File: src/source/vlane_pkg.sv
package vlane_pkg;

    ////////////////////////////////////////////////////////////////////////////
    // Cluster dimensions
    parameter int VLANE_NUM       = 8;
    parameter int MAX_VL_PER_LANE = 256;
    parameter int MEM_DEPTH       = 512;                 // Words per lane
    parameter int RPORT_NUM       = 3;                   // vs1, vs2, vs3

    ////////////////////////////////////////////////////////////////////////////
    // Width types
    typedef logic [$clog2(VLANE_NUM * MAX_VL_PER_LANE):0] vl_t;
    typedef logic [$clog2(MAX_VL_PER_LANE) + 1:0]         step_t;  // Holds delay plus length
    typedef logic [$clog2(MEM_DEPTH) - 1:0]               vrf_addr_t;
    typedef logic [$clog2(MEM_DEPTH) - 1:0]               vrf_base_t;
    typedef logic [3:0]                                   bwen_t;
    typedef logic [VLANE_NUM - 1:0]                       lane_bits_t;

    typedef enum logic [1:0] {
        BYTE = 2'd0,
        HALF = 2'd1,
        WORD = 2'd2
    } elem_width_e;

    typedef enum logic [1:0] {
        NORMAL,
        STORE,
        LOAD
    } cmd_kind_e;

    typedef enum logic [1:0] {
        IDLE,
        EXEC,
        STORE_READ,
        LOAD_WRITE
    } seq_state_e;

    // Operand and opcode bundle, forwarded untouched to the lanes
    typedef struct packed {
        logic [1:0]                     op2_sel;
        logic [$clog2(RPORT_NUM) - 1:0] op3_sel;
        logic [31:0]                    scalar_data;
        logic [4:0]                     imm;
        logic [5:0]                     opmode;
        logic                           vector_mask;
    } alu_ctrl_s;

    typedef struct packed {
        cmd_kind_e                   kind;
        vl_t                         vl;
        elem_width_e                 width;
        step_t                       delay;      // Read to write pipeline latency
        vrf_base_t                   wr_base;
        vrf_base_t [RPORT_NUM - 1:0] rd_base;
        alu_ctrl_s                   alu;
    } vec_cmd_s;

endpackage

File: src/source/vrf_addr_counter.sv
module vrf_addr_counter #(
    parameter int MEM_DEPTH = vlane_pkg::MEM_DEPTH
) (
    input  logic                   clk_i,
    input  logic                   rst_i,
    input  vlane_pkg::vrf_base_t   base_i,
    input  logic                   load_i,
    input  logic                   adv_i,
    input  vlane_pkg::elem_width_e width_i,
    output vlane_pkg::vrf_addr_t   addr_o
);
    import vlane_pkg::*;

    vrf_addr_t  addr_q;
    logic [1:0] sub_q;       // Elements already placed in the current word
    logic [1:0] sub_last;

    // Elements per word minus one
    always_comb begin
        case (width_i)
            BYTE:    sub_last = 2'd3;
            HALF:    sub_last = 2'd1;
            default: sub_last = 2'd0;
        endcase
    end

    always_ff @(posedge clk_i) begin
        if (!rst_i) begin
            addr_q <= '0;
            sub_q  <= '0;
        end else if (load_i) begin
            addr_q <= vrf_addr_t'(base_i);
            sub_q  <= '0;
        end else if (adv_i) begin
            if (sub_q == sub_last) begin
                sub_q  <= '0;
                addr_q <= (addr_q == vrf_addr_t'(MEM_DEPTH - 1)) ? '0 : addr_q + 1'b1;
            end else begin
                sub_q <= sub_q + 1'b1;
            end
        end
    end

    assign addr_o = addr_q;

endmodule

File: src/source/bwen_gen.sv
module bwen_gen #(
    parameter int VLANE_NUM = vlane_pkg::VLANE_NUM
) (
    input  logic                                    clk_i,
    input  logic                                    rst_i,
    input  logic                                    adv_i,
    input  logic                                    clear_i,
    input  vlane_pkg::elem_width_e                  width_i,
    output vlane_pkg::bwen_t [VLANE_NUM - 1:0]      bwen_o
);
    import vlane_pkg::*;

    logic [3:0] rot4_q;      // One-hot byte select
    logic [1:0] rot2_q;      // One-hot halfword select
    bwen_t      mask;

    always_ff @(posedge clk_i) begin
        if (!rst_i) begin
            rot4_q <= 4'b0001;
            rot2_q <= 2'b01;
        end else if (clear_i) begin
            rot4_q <= 4'b0001;
            rot2_q <= 2'b01;
        end else if (adv_i) begin
            rot4_q <= {rot4_q[2:0], rot4_q[3]};
            rot2_q <= {rot2_q[0], rot2_q[1]};
        end
    end

    always_comb begin
        case (width_i)
            BYTE:    mask = rot4_q;
            HALF:    mask = {{2{rot2_q[1]}}, {2{rot2_q[0]}}};
            WORD:    mask = 4'b1111;
            default: mask = 4'b0000;
        endcase
    end

    // Every lane writes the same byte lanes
    assign bwen_o = {VLANE_NUM{mask}};

    // A write step issued by the sequencer must touch at least one byte
    a_bwen_nonzero : assert property (@(posedge clk_i) disable iff (!rst_i)
        adv_i |-> (mask != '0));

endmodule

File: src/source/tail_valid_gen.sv
module tail_valid_gen #(
    parameter int VLANE_NUM = vlane_pkg::VLANE_NUM
) (
    input  vlane_pkg::vl_t        vl_i,
    input  vlane_pkg::step_t      step_i,
    input  logic                  active_i,
    output vlane_pkg::lane_bits_t valid_o
);
    import vlane_pkg::*;

    localparam int IDX_W = $bits(step_t) + $clog2(VLANE_NUM) + 1;

    logic [IDX_W - 1:0] group_base;   // Index of lane 0 element at this step

    ////////////////////////////////////////////////////////////////////////////
    // Element k*N+j sits in lane j at step k

    assign group_base = IDX_W'(step_i) * IDX_W'(VLANE_NUM);

    always_comb begin
        for (int j = 0; j < VLANE_NUM; j++) begin
            valid_o[j] = active_i && ((group_base + IDX_W'(j)) < IDX_W'(vl_i));
        end
    end

endmodule

File: src/source/lane_seq_fsm.sv
module lane_seq_fsm #(
    parameter int VLANE_NUM = vlane_pkg::VLANE_NUM
) (
    input  logic                clk_i,
    input  logic                rst_i,
    input  vlane_pkg::vec_cmd_s cmd_i,
    input  logic                cmd_valid_i,
    output logic                cmd_ready_o,
    input  logic                load_valid_i,
    input  logic                load_last_i,
    output logic                load_ready_o,
    output logic                store_valid_o,
    input  logic                store_ready_i,
    output vlane_pkg::vec_cmd_s cmd_o,
    output vlane_pkg::step_t    step_o,
    output logic                rd_load_o,
    output logic                rd_adv_o,
    output logic                wr_load_o,
    output logic                wr_adv_o,
    output logic                vrf_ren_o,
    output logic                vrf_wen_o,
    output logic                use_load_bwen_o,
    output logic                vmrf_wen_o,
    output vlane_pkg::step_t    vmrf_addr_o
);
    import vlane_pkg::*;

    localparam int LANE_SHIFT = $clog2(VLANE_NUM);

    seq_state_e state_q;
    seq_state_e state_d;
    vec_cmd_s   cmd_q;
    step_t      step_q;
    step_t      len_q;         // Elements per lane
    step_t      end_q;         // Delay plus length
    step_t      vm_addr_q;
    step_t      len_new;
    logic       cmd_accept;
    logic       store_hs;
    logic       load_hs;

    ////////////////////////////////////////////////////////////////////////////
    // Handshakes and strobes

    // Partial last element group rounds L up
    assign len_new = step_t'(cmd_i.vl >> LANE_SHIFT) + step_t'(|cmd_i.vl[LANE_SHIFT - 1:0]);

    assign cmd_ready_o     = (state_q == IDLE);
    assign cmd_accept      = cmd_valid_i && cmd_ready_o;
    assign load_ready_o    = (state_q == LOAD_WRITE);
    assign use_load_bwen_o = load_ready_o;
    assign load_hs         = load_valid_i && load_ready_o;
    assign store_valid_o   = (state_q == STORE_READ) && (step_q < len_q);
    assign store_hs        = store_valid_o && store_ready_i;

    assign vrf_ren_o  = ((state_q == EXEC) && (step_q < len_q)) || store_valid_o;
    assign vrf_wen_o  = ((state_q == EXEC) && (step_q >= cmd_q.delay) && (step_q < end_q))
                        || load_hs;
    assign vmrf_wen_o = vrf_wen_o && (state_q == EXEC) && cmd_q.alu.vector_mask;

    // Counters pick up the bases on the accepting edge
    assign rd_load_o = cmd_accept;
    assign wr_load_o = cmd_accept;
    assign rd_adv_o  = (state_q == EXEC) ? vrf_ren_o : store_hs;  // Store holds on stall
    assign wr_adv_o  = vrf_wen_o;

    assign cmd_o       = cmd_q;
    assign step_o      = step_q;
    assign vmrf_addr_o = vm_addr_q;

    ////////////////////////////////////////////////////////////////////////////
    // State machine

    always_comb begin
        state_d = state_q;
        case (state_q)
            IDLE: begin
                if (cmd_accept) begin
                    case (cmd_i.kind)
                        STORE:   state_d = STORE_READ;
                        LOAD:    state_d = LOAD_WRITE;
                        default: state_d = EXEC;
                    endcase
                end
            end
            EXEC: begin
                if (step_q + step_t'(1) >= end_q) state_d = IDLE;   // Last write step
            end
            STORE_READ: begin
                if (!store_valid_o || (store_ready_i && (step_q + step_t'(1) >= len_q))) begin
                    state_d = IDLE;
                end
            end
            LOAD_WRITE: begin
                if (load_hs && load_last_i) state_d = IDLE;
            end
            default: state_d = IDLE;
        endcase
    end

    always_ff @(posedge clk_i) begin
        if (!rst_i) begin
            state_q   <= IDLE;
            step_q    <= '0;
            vm_addr_q <= '0;
        end else begin
            state_q <= state_d;
            if (cmd_accept) begin
                step_q    <= '0;
                vm_addr_q <= '0;
            end else begin
                if ((state_q == EXEC) || store_hs) step_q <= step_q + 1'b1;
                if (vmrf_wen_o) vm_addr_q <= vm_addr_q + 1'b1;
            end
        end
    end

    // Command latch
    always_ff @(posedge clk_i) begin
        if (cmd_accept) begin
            cmd_q <= cmd_i;
            len_q <= len_new;
            end_q <= cmd_i.delay + len_new;
            if (cmd_i.kind != NORMAL) cmd_q.width <= WORD;   // Memory moves whole words
        end
    end

    // A busy sequencer takes no new command
    a_busy_holds_cmd : assert property (@(posedge clk_i) disable iff (!rst_i)
        (state_q != IDLE) |=> $stable(cmd_q) && $stable(len_q));

    a_step_bound : assert property (@(posedge clk_i) disable iff (!rst_i)
        (state_q == EXEC) |-> (step_q <= end_q));

endmodule

File: src/source/lane_driver_top.sv
module lane_driver_top #(
    parameter int VLANE_NUM = vlane_pkg::VLANE_NUM,
    parameter int MEM_DEPTH = vlane_pkg::MEM_DEPTH,
    parameter int RPORT_NUM = vlane_pkg::RPORT_NUM
) (
    input  logic                                  clk_i,
    input  logic                                  rst_i,
    input  vlane_pkg::vec_cmd_s                   cmd_i,
    input  logic                                  cmd_valid_i,
    output logic                                  cmd_ready_o,
    input  vlane_pkg::bwen_t [VLANE_NUM - 1:0]    load_bwen_i,
    input  logic                                  load_valid_i,
    input  logic                                  load_last_i,
    output logic                                  load_ready_o,
    output logic                                  store_valid_o,
    input  logic                                  store_ready_i,
    output logic                                  vrf_ren_o,
    output vlane_pkg::vrf_addr_t [RPORT_NUM - 1:0] vrf_raddr_o,
    output vlane_pkg::lane_bits_t                 read_valid_o,
    output logic                                  vrf_wen_o,
    output vlane_pkg::vrf_addr_t                  vrf_waddr_o,
    output vlane_pkg::bwen_t [VLANE_NUM - 1:0]    vrf_bwen_o,
    output logic                                  vmrf_wen_o,
    output vlane_pkg::step_t                      vmrf_addr_o,
    output vlane_pkg::alu_ctrl_s                  alu_ctrl_o
);
    import vlane_pkg::*;

    vec_cmd_s              cmd_q;
    step_t                 step;
    logic                  rd_load;
    logic                  rd_adv;
    logic                  wr_load;
    logic                  wr_adv;
    logic                  use_load_bwen;
    bwen_t [VLANE_NUM - 1:0] gen_bwen;

    lane_seq_fsm #(.VLANE_NUM(VLANE_NUM)) i_seq (
        .clk_i, .rst_i, .cmd_i, .cmd_valid_i, .cmd_ready_o,
        .load_valid_i, .load_last_i, .load_ready_o, .store_valid_o, .store_ready_i,
        .cmd_o(cmd_q), .step_o(step),
        .rd_load_o(rd_load), .rd_adv_o(rd_adv), .wr_load_o(wr_load), .wr_adv_o(wr_adv),
        .vrf_ren_o, .vrf_wen_o, .use_load_bwen_o(use_load_bwen),
        .vmrf_wen_o, .vmrf_addr_o
    );

    ////////////////////////////////////////////////////////////////////////////
    // Address counters load from the incoming command, ready in cycle 1

    vrf_addr_counter #(.MEM_DEPTH(MEM_DEPTH)) i_waddr (
        .clk_i, .rst_i, .base_i(cmd_i.wr_base), .load_i(wr_load), .adv_i(wr_adv),
        .width_i(cmd_q.width), .addr_o(vrf_waddr_o)
    );

    for (genvar p = 0; p < RPORT_NUM; p++) begin : g_raddr
        vrf_addr_counter #(.MEM_DEPTH(MEM_DEPTH)) i_raddr (
            .clk_i, .rst_i, .base_i(cmd_i.rd_base[p]), .load_i(rd_load), .adv_i(rd_adv),
            .width_i(cmd_q.width), .addr_o(vrf_raddr_o[p])
        );
    end

    bwen_gen #(.VLANE_NUM(VLANE_NUM)) i_bwen (
        .clk_i, .rst_i, .adv_i(wr_adv), .clear_i(wr_load),
        .width_i(cmd_q.width), .bwen_o(gen_bwen)
    );

    tail_valid_gen #(.VLANE_NUM(VLANE_NUM)) i_tail (
        .vl_i(cmd_q.vl), .step_i(step), .active_i(vrf_ren_o), .valid_o(read_valid_o)
    );

    assign vrf_bwen_o = use_load_bwen ? load_bwen_i : gen_bwen;   // Load beats bring own enables
    assign alu_ctrl_o = cmd_q.alu;

endmodule

File: config.mk
export PLATFORM = sky130hd
export DESIGN_NAME = lane_driver_top
export DESIGN_NICKNAME = d
export VERILOG_FILES = /design/src/source/vlane_pkg.sv /design/src/source/vrf_addr_counter.sv /design/src/source/bwen_gen.sv /design/src/source/tail_valid_gen.sv /design/src/source/lane_seq_fsm.sv /design/src/source/lane_driver_top.sv
export SDC_FILE = /design/constraint.sdc
export NUM_CORES = 1
export LEC_CHECK = 0
export ABC_AREA = 1
export CORE_UTILIZATION = 60
export CTS_BUF_LIST = sky130_fd_sc_hd__clkbuf_8
export DETAILED_ROUTE_END_ITERATION = 8
export DONT_BUFFER_PORTS = 1
export PLACE_DENSITY = 0.76
export SLEW_MARGIN = 20
export SYNTH_ARGS = -nofsm -noshare
export SYNTH_HDL_FRONTEND = slang
export SYNTH_HIERARCHICAL = 1
export SYNTH_SLANG_ARGS = --single-unit
File: constraint.sdc
create_clock -name clk_i -period 14.6 [get_ports clk_i]
set_clock_uncertainty 0.05 [all_clocks]
set_input_delay 2.92 -clock clk_i [delete_from_list [all_inputs] [get_ports clk_i]]
set_output_delay 2.92 -clock clk_i [all_outputs]
set_load 0.01 [all_outputs]
==> results.cfg <==
[sta]
rsz0062_at_grt = no
clock.fmax_mhz = 156
period_share_pct = 43.8
slew_headroom_pct = 29.8
period_minus_slack_ns = 6.40
worst_pin_slew_ns = 1.05
hold_violations = 0
setup_viol_count_final = 0
report.final.slew_viol_count = 0
setup_tns_ns = 0

[finish]
finalInstanceArea_mm2 = 0.0105
area_delta_synth_final_pct = 2.68
drive_gt1_share_pct = 7.20
fin_nets = 1473
diodes = 0
nFillCells = 1486

[setup_path]
critical_path.cell_chain = a32o_1
worst_ep_arrival_time_ns = 3.43
cpMaxStageDelayCell = a32o_1
path_max_fanout = 11
crit_path_start_kind = primary input
endpoint_kind = output port
crit_family = compound AO/OA/AOI/OAI gates
max_stage_delay_ns = 0.51
critPathRequiredTime_ns = 11.63
worst-path-buf-inv = 0
crit_type = primary input to output port

[routing]
viasPerCell = 5.41
num_vias = 7946
first_pass_iters = 5
drt_iter0_drc = 349
routed_wl_um = 21800
routedWlPerCell_um = 14.8
final_antenna_net_count = 0
drc = 0

[synthesis]
syn_avg_cell_area_um2 = 8.03
syn_inst = 1268
syn_nets = 1504
yosysWarningCount = 6
netlist_area_mm2 = 0.0102

[power]
comb_power_share_pct = 32.1
swShare_pct = 42.0
internal-power_mw = 0.883
seq_power_share_pct = 46.7
net-switching-power_mw = 0.640
p_per_area_mw_per_mm2 = 146
p_clk_share_pct = 21.1
ir_drop_mv = 0.0961
leakagePower_nw = 4.73

[clock_network]
cts.path.max_buffers = 2
root_buffer = clkbuf_8
cts_tree = built
clk_latency_ns = 0.45
cts_made_buffers = 17
cts_hold_buffers = 0
cts_setup_buffers = 0
cts_resized = 0
h-tree-depth = 4
cts_sinks = 164
clk_pin_slew_ns = 0.09

[global_route]
grt_overflow = 0
first_global_vias = 7209
grt_usage_pct = 25.1
grt_max_degree = 62
grt_first_pass_wirelength_um = 34900
grt_antenna_before_repair = 0

[outcome]
status = completed

[floorplanning]
rows = 47
io_pins = 288
dieHeight_um = 132
start_util_pct = 61.4
die_x_um = 132
coreArea_mm2 = 0.0166
dieArea_mm2 = 0.0175

[placement]
io_buffers = 0
place.gp.congestion = 0.843
dpl.hpwl_um = 16700
placed_area_mm2 = 0.0101

[flow_run]
cap_violations = 0

[hold_path]
holdCritPathClass = flip-flop to flip-flop
==> through the flow <==
step	hold WS, ns	utilization [%]	power (mW)	worst slack, ns	instances
after floorplan	0.399	-	1.14	5.18	1268
after global placement	0.418	60.7	1.20	8.23	1438
after detailed placement	0.422	60.7	1.21	8.21	1438
after CTS	0.437	63.1	1.54	8.21	1470
after global routing	0.464	63.1	1.63	8.18	1470
final	0.435	63.1	1.52	8.20	1470
==> registers in the layout, indices dropped and copies added (netlist names) <==
name                    count
i_seq/cmd_o                72
g_raddr.i_raddr/addr_o     27
i_seq/end_q                10
i_seq/len_q                10
i_seq/step_o               10
i_seq/vmrf_addr_o          10
i_waddr/addr_o              9
g_raddr.i_raddr/sub_q       6
i_bwen/rot4_q               4
i_bwen/rot2_q               2
i_seq/state_q               2
i_waddr/sub_q               2
==> layer usage <==
metal / global-route usage (%) / share of wire (%) / up-vias
met1: 30.1 / 42 / 3584
met2: 44.4 / 50 / 278
met4: 9.20 / 2.2 / 0
met5: 0 / 0 / -
met3: 5.19 / 5.9 / 25
li1: - / - / 4059
==> path summary, 6_finish.rpt <==
path                                        from  slack [ns]                      endpoint  depth (start not counted)
worst max-delay path                load_valid_i        8.20                     vrf_wen_o                          1
worst min-delay path            i_bwen/rot4_q[2]        0.43              i_bwen/rot4_q[2]                          2
worst max register to register   i_seq/step_o[3]       10.89  g_raddr[1].i_raddr/addr_o[5]                         15
worst min register to register  i_bwen/rot4_q[2]        0.43              i_bwen/rot4_q[2]                          2
==> cells in the final DEF, fill, tap and decap left out, types with 3 or more instances in the layout <==
cell type / instances
a22o_1: 4
ha_1: 87
nand3_1: 89
edfxtp_1: 92
a21oi_1: 73
nand4_2: 5
nand2_1: 370
o21a_1: 3
inv_2: 5
o21bai_1: 10
a21o_1: 3
dfxtp_1: 72
o21ai_0: 30
clkinv_1: 6
inv_1: 132
xnor2_1: 13
nor2_2: 10
nor3_1: 12
clkbuf_8: 17
nor2_4: 4
xor2_1: 25
inv_8: 9
nor2_1: 109
nand4_1: 16
nand2_2: 20
inv_6: 3
==> layout make-up <==
type                       count  area [um^2]  share of cell area, %
timing repair buffer           2         15.0                  0.144
sequential                   164         4200                   40.2
clock inverter                15          154                   1.47
multi-input combinational    907         5020                   48.0
inverter                     145          553                   5.29
clock buffer                  17          234                   2.24
tap                          220          275                   2.63
==> power groups by stage <==
stage	Sequential [mW]	Clock, mW	Combinational [mW]
floorplan	0.699	0	0.445
global placement	0.722	0	0.479
detailed placement	0.721	0	0.489
CTS	0.713	0.333	0.492
global route	0.723	0.349	0.556
finish	0.712	0.322	0.489
Power figures use the tool's default switching activity.
